`src/logic/mul_pkg.sv`:
```
// --------------------
// Widths, operation codes and pipeline structs of the RV32 M multiply path
// Latency constants must stay consistent with the array stage count
// --------------------
`default_nettype none

package mul_pkg;

    // --------------------
    // Widths and latency
    // --------------------

    // One RV32 word
    localparam int XLEN = 32;
    // The full unsigned product of two words
    localparam int RESULT_WIDTH = 2 * XLEN;

    // Register stages inside the array multiplier
    localparam int ARRAY_STAGES = 7;
    // Multiplier bits consumed by each array stage, rounded up
    localparam int MUL_BITS_PER_STAGE = (XLEN + ARRAY_STAGES - 1) / ARRAY_STAGES;
    // Input register, array stages and output register
    localparam int UNIT_LATENCY = ARRAY_STAGES + 2;

    typedef logic [XLEN-1:0] xlen_t;
    typedef logic [RESULT_WIDTH-1:0] product_t;

    // Encoding follows funct3 bits 1:0 of the M extension multiplies
    typedef enum logic [1:0] {
        MUL    = 2'd0,
        MULH   = 2'd1,
        MULHSU = 2'd2,
        MULHU  = 2'd3
    } mul_operation_t;

    // One operand pair entering the multiply pipeline
    typedef struct packed {
        xlen_t          multiplicand;
        xlen_t          multiplier;
        mul_operation_t operation;
        logic           valid;
    } mul_req_t;

    // Selected result word leaving the pipeline
    typedef struct packed {
        xlen_t product;
        logic  valid;
    } mul_rsp_t;

endpackage : mul_pkg

`default_nettype wire

```
`src/logic/wb_pkg.sv`:
```
// --------------------
// Wishbone classic bus types and register map, full-word accesses only
// --------------------
`default_nettype none

package wb_pkg;

    // --------------------
    // Bus widths
    // --------------------
    localparam int WB_ADR_WIDTH = 5;
    localparam int WB_DAT_WIDTH = 32;

    typedef logic [WB_ADR_WIDTH-1:0] wb_adr_t;
    typedef logic [WB_DAT_WIDTH-1:0] wb_dat_t;

    // Master to slave signals of one classic cycle
    typedef struct packed {
        logic    cyc;
        logic    stb;
        logic    we;
        wb_adr_t adr;
        wb_dat_t dat;
    } wb_req_t;

    // Slave to master signals, dat is valid while ack is high
    typedef struct packed {
        logic    ack;
        wb_dat_t dat;
    } wb_rsp_t;

    // --------------------
    // Register offsets in bytes
    // --------------------
    localparam wb_adr_t REG_OPA    = 5'h00;
    localparam wb_adr_t REG_OPB    = 5'h04;
    localparam wb_adr_t REG_CTRL   = 5'h08;
    localparam wb_adr_t REG_RESULT = 5'h0C;
    localparam wb_adr_t REG_STATUS = 5'h10;

    // Bit positions inside the status register
    localparam int STAT_BUSY = 0;
    localparam int STAT_DONE = 1;

endpackage : wb_pkg

`default_nettype wire

```
`src/logic/pipelined_array_multiplier.sv`:
```
// --------------------
// Unsigned operands only, latency is ARRAY_STAGES cycles
// Accepts a new pair every cycle and never stalls
// --------------------
`timescale 1ns/1ns
`default_nettype none

module pipelined_array_multiplier import mul_pkg::*; (
    input  wire logic     clk_i,
    input  wire logic     rst_n_i,
    input  wire xlen_t    multiplicand_i,
    input  wire xlen_t    multiplier_i,
    input  wire logic     valid_i,
    output      product_t product_o,
    output      logic     valid_o
);

    // Multiplier padded with zeros so every stage gets a full slice
    localparam int PADDED_WIDTH = MUL_BITS_PER_STAGE * ARRAY_STAGES;

    for (genvar s = 0; s < ARRAY_STAGES; s++) begin : g_stage
        product_t                      sum_in;
        product_t                      sum_next;
        xlen_t                         mcand_in;
        xlen_t                         mplier_in;
        logic                          valid_in;
        logic [PADDED_WIDTH-1:0]       mplier_pad;
        logic [MUL_BITS_PER_STAGE-1:0] slice;
        product_t                      sum_q;
        logic                          valid_q;

        // The first stage starts from an empty sum
        if (s == 0) begin : g_head
            assign sum_in    = '0;
            assign mcand_in  = multiplicand_i;
            assign mplier_in = multiplier_i;
            assign valid_in  = valid_i;
        end else begin : g_link
            assign sum_in    = g_stage[s-1].sum_q;
            assign mcand_in  = g_stage[s-1].g_fwd.mcand_q;
            assign mplier_in = g_stage[s-1].g_fwd.mplier_q;
            assign valid_in  = g_stage[s-1].valid_q;
        end

        assign mplier_pad = PADDED_WIDTH'(mplier_in);
        // Bits of the multiplier handled in this stage
        assign slice = mplier_pad[s*MUL_BITS_PER_STAGE +: MUL_BITS_PER_STAGE];

        // Shift and add of the partial products of this slice
        always_comb begin
            sum_next = sum_in;
            for (int j = 0; j < MUL_BITS_PER_STAGE; j++) begin
                if (slice[j]) begin
                    sum_next = sum_next + (product_t'(mcand_in) << (s * MUL_BITS_PER_STAGE + j));
                end
            end
        end

        always_ff @(posedge clk_i) begin
            sum_q <= sum_next;
        end

        always_ff @(posedge clk_i) begin
            if (!rst_n_i) begin
                valid_q <= 1'b0;
            end else begin
                valid_q <= valid_in;
            end
        end

        // Operands ride along until the last stage, which needs them no further
        if (s < ARRAY_STAGES - 1) begin : g_fwd
            xlen_t mcand_q;
            xlen_t mplier_q;

            always_ff @(posedge clk_i) begin
                mcand_q  <= mcand_in;
                mplier_q <= mplier_in;
            end
        end
    end

    assign product_o = g_stage[ARRAY_STAGES-1].sum_q;
    assign valid_o   = g_stage[ARRAY_STAGES-1].valid_q;

endmodule : pipelined_array_multiplier

`default_nettype wire

```
`src/logic/multiplication_unit.sv`:
```
// --------------------
// MUL, MULH, MULHSU and MULHU with a fixed latency of UNIT_LATENCY cycles
// No stall input, a new request may enter every cycle
// --------------------
`timescale 1ns/1ns
`default_nettype none

module multiplication_unit import mul_pkg::*; (
    input  wire logic     clk_i,
    input  wire logic     rst_n_i,
    input  wire mul_req_t mul_req_i,
    output      mul_rsp_t mul_rsp_o
);

    // --------------------
    // Input stage
    // --------------------

    // Multiplicand is signed for all but MULHU, multiplier only for MUL and MULH
    logic  signed_a;
    logic  signed_b;
    logic  neg_a;
    logic  neg_b;
    logic  negate;
    xlen_t mag_a;
    xlen_t mag_b;

    assign signed_a = (mul_req_i.operation != MULHU);
    assign signed_b = (mul_req_i.operation == MUL) || (mul_req_i.operation == MULH);

    // Effective signs, an unsigned operand is never negative
    assign neg_a = signed_a & mul_req_i.multiplicand[XLEN-1];
    assign neg_b = signed_b & mul_req_i.multiplier[XLEN-1];

    // The product is negative only when exactly one effective sign is set
    assign negate = neg_a ^ neg_b;

    // Magnitudes for the unsigned array, the most negative value maps to 2^31
    always_comb begin
        mag_a = mul_req_i.multiplicand;
        mag_b = mul_req_i.multiplier;
        if (neg_a) begin
            mag_a = ~mul_req_i.multiplicand + 1'b1;
        end
        if (neg_b) begin
            mag_b = ~mul_req_i.multiplier + 1'b1;
        end
    end

    xlen_t mcand_q;
    xlen_t mplier_q;
    logic  in_valid_q;

    always_ff @(posedge clk_i) begin
        mcand_q  <= mag_a;
        mplier_q <= mag_b;
    end

    always_ff @(posedge clk_i) begin
        if (!rst_n_i) begin
            in_valid_q <= 1'b0;
        end else begin
            in_valid_q <= mul_req_i.valid;
        end
    end

    // Operation and sign fix travel beside the data, tap UNIT_LATENCY-1 meets the output
    mul_operation_t [UNIT_LATENCY-1:0] op_sr;
    logic [UNIT_LATENCY-1:0]           negate_sr;

    always_ff @(posedge clk_i) begin
        op_sr     <= {op_sr[UNIT_LATENCY-2:0], mul_req_i.operation};
        negate_sr <= {negate_sr[UNIT_LATENCY-2:0], negate};
    end

    // --------------------
    // Array and output stage
    // --------------------
    product_t array_product;
    logic     array_valid;

    pipelined_array_multiplier u_array (
        .clk_i          (clk_i),
        .rst_n_i        (rst_n_i),
        .multiplicand_i (mcand_q),
        .multiplier_i   (mplier_q),
        .valid_i        (in_valid_q),
        .product_o      (array_product),
        .valid_o        (array_valid)
    );

    product_t prod_q;
    logic     out_valid_q;
    product_t signed_product;

    always_ff @(posedge clk_i) begin
        prod_q <= array_product;
    end

    always_ff @(posedge clk_i) begin
        if (!rst_n_i) begin
            out_valid_q <= 1'b0;
        end else begin
            out_valid_q <= array_valid;
        end
    end

    assign signed_product = negate_sr[UNIT_LATENCY-1] ? (~prod_q + 1'b1) : prod_q;

    // MUL keeps the low word, every high variant the upper one
    always_comb begin
        case (op_sr[UNIT_LATENCY-1])
            MUL:     mul_rsp_o.product = signed_product[XLEN-1:0];
            default: mul_rsp_o.product = signed_product[RESULT_WIDTH-1:XLEN];
        endcase
    end

    assign mul_rsp_o.valid = out_valid_q;

    // Each request comes out exactly UNIT_LATENCY cycles later
    a_latency : assert property (@(posedge clk_i) disable iff (!rst_n_i)
        mul_rsp_o.valid == $past(mul_req_i.valid, UNIT_LATENCY));

endmodule : multiplication_unit

`default_nettype wire

```
`src/logic/mul_wb_slave.sv`:
```
// --------------------
// Wishbone classic slave, word accesses only, no error or retry
// One operation at a time, a CTRL write while busy is dropped
// --------------------
`timescale 1ns/1ns
`default_nettype none

module mul_wb_slave import mul_pkg::*, wb_pkg::*; (
    input  wire logic     clk_i,
    input  wire logic     rst_n_i,
    input  wire wb_req_t  wb_req_i,
    output      wb_rsp_t  wb_rsp_o,
    output      mul_req_t mul_req_o,
    input  wire mul_rsp_t mul_rsp_i
);

    logic           req_pending;
    logic           wr_ctrl;
    logic           rd_result;
    logic           ack_q;
    xlen_t          opa_q;
    xlen_t          opb_q;
    xlen_t          result_q;
    mul_operation_t op_q;
    logic           launch_q;
    logic           busy_q;
    logic           done_q;
    wb_dat_t        rdata_next;
    wb_dat_t        rdata_q;

    // A request counts once, the ack cycle itself never starts another access
    assign req_pending = wb_req_i.cyc & wb_req_i.stb & ~ack_q;
    assign wr_ctrl     = req_pending & wb_req_i.we & (wb_req_i.adr == REG_CTRL);
    assign rd_result   = req_pending & ~wb_req_i.we & (wb_req_i.adr == REG_RESULT);

    // --------------------
    // Read decode
    // --------------------
    always_comb begin
        rdata_next = '0;
        case (wb_req_i.adr)
            REG_RESULT: rdata_next = result_q;
            REG_STATUS: begin
                rdata_next[STAT_BUSY] = busy_q;
                rdata_next[STAT_DONE] = done_q;
            end
            // Operand and control registers are write only
            default: rdata_next = '0;
        endcase
    end

    // --------------------
    // Register file
    // --------------------
    always_ff @(posedge clk_i) begin
        if (!rst_n_i) begin
            ack_q    <= 1'b0;
            opa_q    <= '0;
            opb_q    <= '0;
            result_q <= '0;
            op_q     <= MUL;
            launch_q <= 1'b0;
            busy_q   <= 1'b0;
            done_q   <= 1'b0;
            rdata_q  <= '0;
        end else begin
            ack_q    <= req_pending;
            launch_q <= 1'b0;

            if (req_pending) begin
                rdata_q <= wb_req_i.we ? '0 : rdata_next;
            end

            if (req_pending & wb_req_i.we & (wb_req_i.adr == REG_OPA)) begin
                opa_q <= wb_req_i.dat;
            end
            if (req_pending & wb_req_i.we & (wb_req_i.adr == REG_OPB)) begin
                opb_q <= wb_req_i.dat;
            end

            // Launch pulse lines up with the ack of the CTRL write
            if (wr_ctrl & ~busy_q) begin
                op_q     <= mul_operation_t'(wb_req_i.dat[1:0]);
                launch_q <= 1'b1;
                busy_q   <= 1'b1;
                done_q   <= 1'b0;
            end

            if (rd_result) begin
                done_q <= 1'b0;
            end

            // A finishing operation wins over a result read in the same cycle
            if (mul_rsp_i.valid) begin
                result_q <= mul_rsp_i.product;
                busy_q   <= 1'b0;
                done_q   <= 1'b1;
            end
        end
    end

    assign wb_rsp_o.ack = ack_q;
    assign wb_rsp_o.dat = rdata_q;

    assign mul_req_o.multiplicand = opa_q;
    assign mul_req_o.multiplier   = opb_q;
    assign mul_req_o.operation    = op_q;
    assign mul_req_o.valid        = launch_q;

    a_ack_single : assert property (@(posedge clk_i) disable iff (!rst_n_i)
        wb_rsp_o.ack |=> !wb_rsp_o.ack);

    // The unit only answers what this slave launched
    a_rsp_when_busy : assert property (@(posedge clk_i) disable iff (!rst_n_i)
        mul_rsp_i.valid |-> busy_q);

endmodule : mul_wb_slave

`default_nettype wire

```
`src/logic/mul_subsystem.sv`:
```
// --------------------
// Bus-attached multiply unit, result ready UNIT_LATENCY+1 cycles after the CTRL ack
// --------------------
`timescale 1ns/1ns
`default_nettype none

module mul_subsystem import mul_pkg::*, wb_pkg::*; (
    input  wire logic    clk_i,
    input  wire logic    rst_n_i,
    input  wire wb_req_t wb_req_i,
    output      wb_rsp_t wb_rsp_o
);

    // Launch request from the slave and the selected word coming back
    mul_req_t mul_req;
    mul_rsp_t mul_rsp;

    mul_wb_slave u_slave (
        .clk_i     (clk_i),
        .rst_n_i   (rst_n_i),
        .wb_req_i  (wb_req_i),
        .wb_rsp_o  (wb_rsp_o),
        .mul_req_o (mul_req),
        .mul_rsp_i (mul_rsp)
    );

    multiplication_unit u_mul (
        .clk_i     (clk_i),
        .rst_n_i   (rst_n_i),
        .mul_req_i (mul_req),
        .mul_rsp_o (mul_rsp)
    );

endmodule : mul_subsystem

`default_nettype wire

```
`config.mk`:
```
export PLATFORM = sky130hd
export DESIGN_NAME = mul_subsystem
export DESIGN_NICKNAME = d
export VERILOG_FILES = /design/src/logic/mul_pkg.sv /design/src/logic/wb_pkg.sv /design/src/logic/pipelined_array_multiplier.sv /design/src/logic/multiplication_unit.sv /design/src/logic/mul_wb_slave.sv /design/src/logic/mul_subsystem.sv
export SDC_FILE = /design/constraint.sdc
export NUM_CORES = 2
export LEC_CHECK = 0
export BUFFER_PORTS_ARGS = -buffer_cell sky130_fd_sc_hd__buf_2
export CAP_MARGIN = 20
export CORE_MARGIN = 2
export CORE_UTILIZATION = 25
export DETAILED_ROUTE_END_ITERATION = 10
export HOLD_SLACK_MARGIN = 0.06
export PLACE_DENSITY_LB_ADDON = 0.08
export SYNTH_ARGS = -nofsm -noshare
export SYNTH_HDL_FRONTEND = slang
export SYNTH_SLANG_ARGS = --single-unit
export TNS_END_PERCENT = 100
```
`constraint.sdc`:
```
create_clock -name clk_i -period 13.65 [get_ports clk_i]
set_input_delay 0.6825 -clock clk_i [delete_from_list [all_inputs] [get_ports clk_i]]
set_output_delay 0.6825 -clock clk_i [all_outputs]
set_load 0.005 [all_outputs]
```
* After elaboration in Yosys (flattened, before gate mapping)
Cells that the tools add are included. W data, S select, Z words.
Operators by class: mux-type cells 43, equal/unequal tests 6, bitwise operators 19, $add $sub $neg 34, reduce and logical (&&, ||, !) cells 6
Operators with widths (count):
- $mux W64 | 32
- $mux W32 | 5
- $add A32 B1 Y32 const B | 2
- $add A64 B1 Y64 const B | 1
- $add A64 B33 Y64 | 1
- $add A64 B34 Y64 | 1
- $add A64 B35 Y64 | 1
- $add A64 B36 Y64 | 1
- $add A64 B37 Y64 | 1
- $add A64 B38 Y64 | 1
- $add A64 B39 Y64 | 1
- $add A64 B40 Y64 | 1
- $add A64 B41 Y64 | 1
- $add A64 B42 Y64 | 1
- $add A64 B43 Y64 | 1
- $add A64 B44 Y64 | 1
- $add A64 B45 Y64 | 1
- $add A64 B46 Y64 | 1
- $add A64 B47 Y64 | 1
- $add A64 B48 Y64 | 1
- $add A64 B49 Y64 | 1
- $add A64 B50 Y64 | 1
- $add A64 B51 Y64 | 1
- $add A64 B52 Y64 | 1
- other kinds (29) | 48
Storage, ports and cells: output and inout port bits 33, register bits after elaboration 1130, logic and storage cells 158

* Depth between registers and ports, before layout
depth in word-level cells 10, depth in mapped cells 53, gate-level depth less buffers 52

* By module
A second synthesis with hierarchy kept.
Unflattened totals: cell total of the unflattened synthesis 10477, area, all modules 85687.2 µm²
Modules (own cells, without submodules):
- pipelined_array_multiplier | instances 1, cells each 9333, area an instance 74312.5 µm², sequential area each 12952.4 µm²
- multiplication_unit | instances 1, cells each 691, area an instance 6497.5 µm², sequential area each 3143.0 µm²
- mul_wb_slave | instances 1, cells each 453, area an instance 4877.2 µm², sequential area each 2682.6 µm²

* Worst setup path after synthesis
No wires, ideal clock.
kind reg-to-reg, start point register u_mul.u_array.g_stage[4].g_fwd.mcand_q[1], end point register u_mul.u_array.g_stage[5].sum_q[60], arrival time 9.369 ns, slack 4.160 ns, buffers on the path 0, stages on the path, launching flop included 45, period minus slack after synthesis 9.490 ns, path through dfxtp_1 -> inv_1 -> fa_1 -> nor2b_1 -> o31ai_1 -> a211o_1 -> o31ai_1 -> a21boi_0 -> o221ai_1 -> xor2_1 -> mux2i_1 -> inv_1 -> ha_1 -> o21ai_0 -> nand2b_1 -> a2111oi_0 -> o21ai_0 -> o21ai_0 -> (+9 left out) -> a21oi_1 -> mux2_2 -> o31ai_1 -> ha_1 -> or4_1 -> or2_2 -> a31o_2 -> a21oi_1 -> xnor2_1 -> mux2_2 -> ha_1 -> or3_1 -> a211oi_1 -> nor2_1 -> a211o_1 -> a21oi_1 -> xnor2_1 -> mux2_2
Between the ends: word-level cells in the longest chain between the ends 10
Ends and longest elaborated chain:
- from (decl) | RTL line pipelined_array_multiplier.sv:73 | xlen_t mcand_q;
- from (signal assigned) | RTL line pipelined_array_multiplier.sv:77 | mcand_q <= mcand_in;
- $add A64 B57 Y64 | RTL line pipelined_array_multiplier.sv:54 | sum_next = sum_next + (product_t'(mcand_in) << (s * MUL_BITS_PER_STAGE + j));
- $mux W64 | RTL line pipelined_array_multiplier.sv:53 | if (slice[j]) begin
- $add A64 B58 Y64 | RTL line pipelined_array_multiplier.sv:54
- $mux W64 | RTL line pipelined_array_multiplier.sv:53
- $add A64 B59 Y64 | RTL line pipelined_array_multiplier.sv:54
- $mux W64 | RTL line pipelined_array_multiplier.sv:53
- $add A64 B60 Y64 | RTL line pipelined_array_multiplier.sv:54
- $mux W64 | RTL line pipelined_array_multiplier.sv:53
- $add A64 B61 Y64 | RTL line pipelined_array_multiplier.sv:54
- $mux W64 * | RTL line pipelined_array_multiplier.sv:53
- net u_mul.u_array.g_stage[5].sum_next[60] | RTL line pipelined_array_multiplier.sv:23 | product_t sum_next;
- to (signal assigned) | RTL line pipelined_array_multiplier.sv:60 | sum_q <= sum_next;
- to (decl) | RTL line pipelined_array_multiplier.sv:29 | product_t sum_q;
The timed path passes the listed nets; every way through them passes the cells marked *. A chain may end at the register's enable or synchronous reset.

* Worst setup path in the final report
start point register u_mul.u_array.g_stage[3].g_fwd.mcand_q[1], end point register u_mul.u_array.g_stage[4].sum_q[53]
Between the ends: word-level cells in the longest chain between the ends 10
Ends and longest elaborated chain (RTL line):
- from (decl) | pipelined_array_multiplier.sv:73
- from (signal assigned) | pipelined_array_multiplier.sv:77
- $add A64 B52 Y64 | pipelined_array_multiplier.sv:54
- $mux W64 | pipelined_array_multiplier.sv:53
- $add A64 B53 Y64 | pipelined_array_multiplier.sv:54
- $mux W64 | pipelined_array_multiplier.sv:53
- $add A64 B54 Y64 | pipelined_array_multiplier.sv:54
- $mux W64 | pipelined_array_multiplier.sv:53
- $add A64 B55 Y64 | pipelined_array_multiplier.sv:54
- $mux W64 | pipelined_array_multiplier.sv:53
- $add A64 B56 Y64 | pipelined_array_multiplier.sv:54
- $mux W64 * | pipelined_array_multiplier.sv:53
- net u_mul.u_array.g_stage[4].sum_next[53] | pipelined_array_multiplier.sv:23
- to (signal assigned) | pipelined_array_multiplier.sv:60
- to (decl) | pipelined_array_multiplier.sv:29
Marked as above.

==> flow_metrics.tcl <==
set metrics [dict create \
    status "finished clean" \
    syn2layout_area_growth_pct 10.8 \
    synth_area_leaders "dfxtp_1 (22%), ha_1 (15%), a21oi_1 (6.2%)" \
    grt_max_degree 66 \
    fin_skew_ps 71.5 \
    die_h_um 592 \
    maxSlewViolCount 0 \
    synth_nets 11899 \
    cp_max_fo 8 \
    core_area_mm2 0.344 \
    wl_per_cell_um 19.1 \
    tightest_slew_ps 1100 \
    place_inst 15102 \
    vias 78067 \
    critPathSlowestCell "a211oi_1" \
    power_density_mw_per_mm2 63.3 \
    cp-start-kind "register" \
    synth_top_area_share_pct 21.7 \
    maxCapViolations 0 \
    cts_sinks 938 \
    clock.fmax_mhz 86.6 \
    pin_count 75 \
    final_core_util_pct 27.9 \
    timing.critical_path.mode_cell "a21oi_1" \
    post-route-min-period_ps 11550 \
    async_flop_share_pct 0 \
    num_rows 215 \
    cts_tree "done" \
    drive_above_1_share_pct 8.40 \
    grt_overflow 0 \
    firstDrtPassIters 6 \
    synthCells 10772 \
    cp-end-kind "register" \
    setup_slack_ps 2100 \
    hold_viol_final 0 \
    crit_required_ps 14350 \
    cts_max_path_buffers 4 \
    ys.flop_type "dfxtp_1" \
    fin_nets 11812 \
    dieWidth_um 592 \
    vias_per_cell 5.09 \
    grt_usage_pct 16.2 \
    postRouteAntennaNets 0 \
    drt-total-wl_um 293000 \
    cts_setup_buffers 0 \
    clk_pin_slew_ps 60 \
    rsz0062_at_grt "no" \
    hold_path.class "in2reg" \
    synth.distinct_cells 96 \
    grt_pass1_vias 76361 \
    slowest_delay_ps 750 \
    fillers 36900 \
    start_util_pct 25.1 \
    clock-root-buffer "clkbuf_16" \
    dieArea_mm2 0.350 \
    syn_area_mm2 0.0864 \
    synth-edff-count 0 \
    vdd_drop_max_mv 0.117 \
    antenna_found_initial 1 \
    grt_pass1_wl_um 452000 \
    relSlewSlack_pct 24.9 \
    critical_path.top_delay_family "compound AO/OA/AOI/OAI gates" \
    clock_latency_ps 850 \
    setup_tns_ps 0 \
    finalCritPeriodShare_pct 84.6 \
    syn_avg_cell_area_um2 8.02 \
    dp_hpwl_um 241000 \
    final_cells 15338 \
    setup_viol 0 \
    drcViolationCount 0 \
    gp_congestion 0.839 \
    crit_type "reg2reg" \
    synth.yosys.seq_area_share_pct 21.7 \
    worstPathBufferInverterCount 2 \
    dp_worst_setup_slack_ps 2210 \
    h-tree-depth 3 \
    synth-seq-cells 938 \
    initialDrtViolationCount 4318 \
    leakage_nw 44.8 \
    cts_hold_buf 21 \
    cts_resized 0 \
    cts_made_buffers 113 \
    yosysTopAreaCell "dfxtp_1" \
    yosys_warnings 0 \
    crit_arrival_ps 12240 \
    port_buffers 74 \
]
## metal layers
layer	global-route usage (%)	share of wire, %	vias to the layer above
li1	-	-	39603
met1	21.8	48	37160
met2	28.3	48	1052
met3	1.47	2.7	252
met4	2.81	1.7	0
met5	0	0	-
## tightest hold or removal path: stages
cell,delay [ps]
buf_2,110
nand2_1,90
a21oi_1,70
## worst paths after layout
kind | startpoint | slack [ps] | end | cells after the start
worst max-delay path | u_mul.u_array.g_stage[3].g_fwd.mcand_q[1]$_DFF_P_ | 2100 | u_mul.u_array.g_stage[4].sum_q[53]$_DFF_P_ | 47
worst min register to register | u_mul.u_array.g_stage[1].sum_q[7]$_DFF_P_ | 270 | u_mul.u_array.g_stage[2].sum_q[7]$_DFF_P_ | 0
worst max register to register | u_mul.u_array.g_stage[3].g_fwd.mcand_q[1]$_DFF_P_ | 2100 | u_mul.u_array.g_stage[4].sum_q[53]$_DFF_P_ | 47
worst min-delay path | wb_req_i[20] | 140 | u_slave.opa_q[20]$_SDFFE_PN0P_ | 3
## through the flow
stage | power [W] | instance area (um^2) | hold slack [ps]
2_1_floorplan | 0.00294 | 86400 | 310
3_3_place_gp | 0.00299 | 91500 | 311
3_5_place_dp | 0.00299 | 91500 | 312
4_1_cts | 0.00620 | 95600 | 74.3
5_1_grt | 0.00633 | 95700 | 103
6_report | 0.00606 | 95700 | 142
## cell families after synthesis
family          synth area share [%]
buf+inv                         3.24
flops                           21.7
mux                             6.66
xor+xnor                        8.54
fa+ha+maj                       16.0
simple gates                    16.5
compound gates                  27.3
## sequential cells by signal, summed over array words and instances, names as in the netlist, 64 cells and up
name and count:
u_mul.u_array.g_stage.sum_q 297, u_mul.u_array.g_stage.g_fwd.mcand_q 192, u_mul.u_array.g_stage.g_fwd.mplier_q 87, u_mul.prod_q 64, u_mul.u_array.product_o 64
## power breakdown
part / internal [W] / switching, W / leakage (nW) / total [W]
combinational: 0.0000664 / 0.000104 / 35.3 / 0.000171
clock: 0.00187 / 0.00126 / 1.90 / 0.00313
sequential: 0.00275 / 0.0000129 / 7.57 / 0.00276
## synth_stat cells (84+ instances only)
| master | n |
|---|---|
| a211oi_1 | 130 |
| nor3_1 | 179 |
| a21o_1 | 527 |
| ha_1 | 1054 |
| nor2b_1 | 126 |
| nand4_1 | 115 |
| inv_1 | 383 |
| mux2i_1 | 84 |
| xor2_1 | 296 |
| and2_1 | 89 |
| nor2_1 | 798 |
| o21ai_0 | 624 |
| a31oi_1 | 154 |
| nand2_1 | 930 |
| and3_1 | 96 |
| nand2b_1 | 158 |
| dfxtp_1 | 938 |
| o31ai_1 | 122 |
| or3_1 | 85 |
| o211ai_1 | 84 |
| nand3_1 | 220 |
| mux2_2 | 435 |
| clkbuf_1 | 316 |
| xnor2_1 | 546 |
| o21a_1 | 206 |
| a21oi_1 | 1069 |
| o21bai_1 | 130 |
## area by class of cell
type / instances / area (um^2) / share of cell area (%)
flip-flops and latches: 938 / 18800 / 19.7
clock inverters: 52 / 611 / 0.638
inverters: 392 / 1470 / 1.54
multi-input cells: 9090 / 64800 / 67.7
well taps: 4557 / 5700 / 5.96
diodes: 3 / 7.51 / 0.00785
clock buffers: 156 / 3270 / 3.42
repair buffers: 150 / 1020 / 1.07
## layout by cell type (no fill, tap or decap), drive strengths merged, types with 180 or more instances in the layout
master | netlist | routed
nor2 | 798 | 798
xor2 | 296 | 296
nand3 | 220 | 220
a21oi | 1069 | 1069
xnor2 | 546 | 546
a21o | 527 | 527
dfxtp | 938 | 938
nand2 | 931 | 931
ha | 1054 | 1054
nor3 | 180 | 180
o21a | 206 | 206
inv | 383 | 388
o21ai | 635 | 635
mux2 | 436 | 436
(Power assumes the default switching activity.)
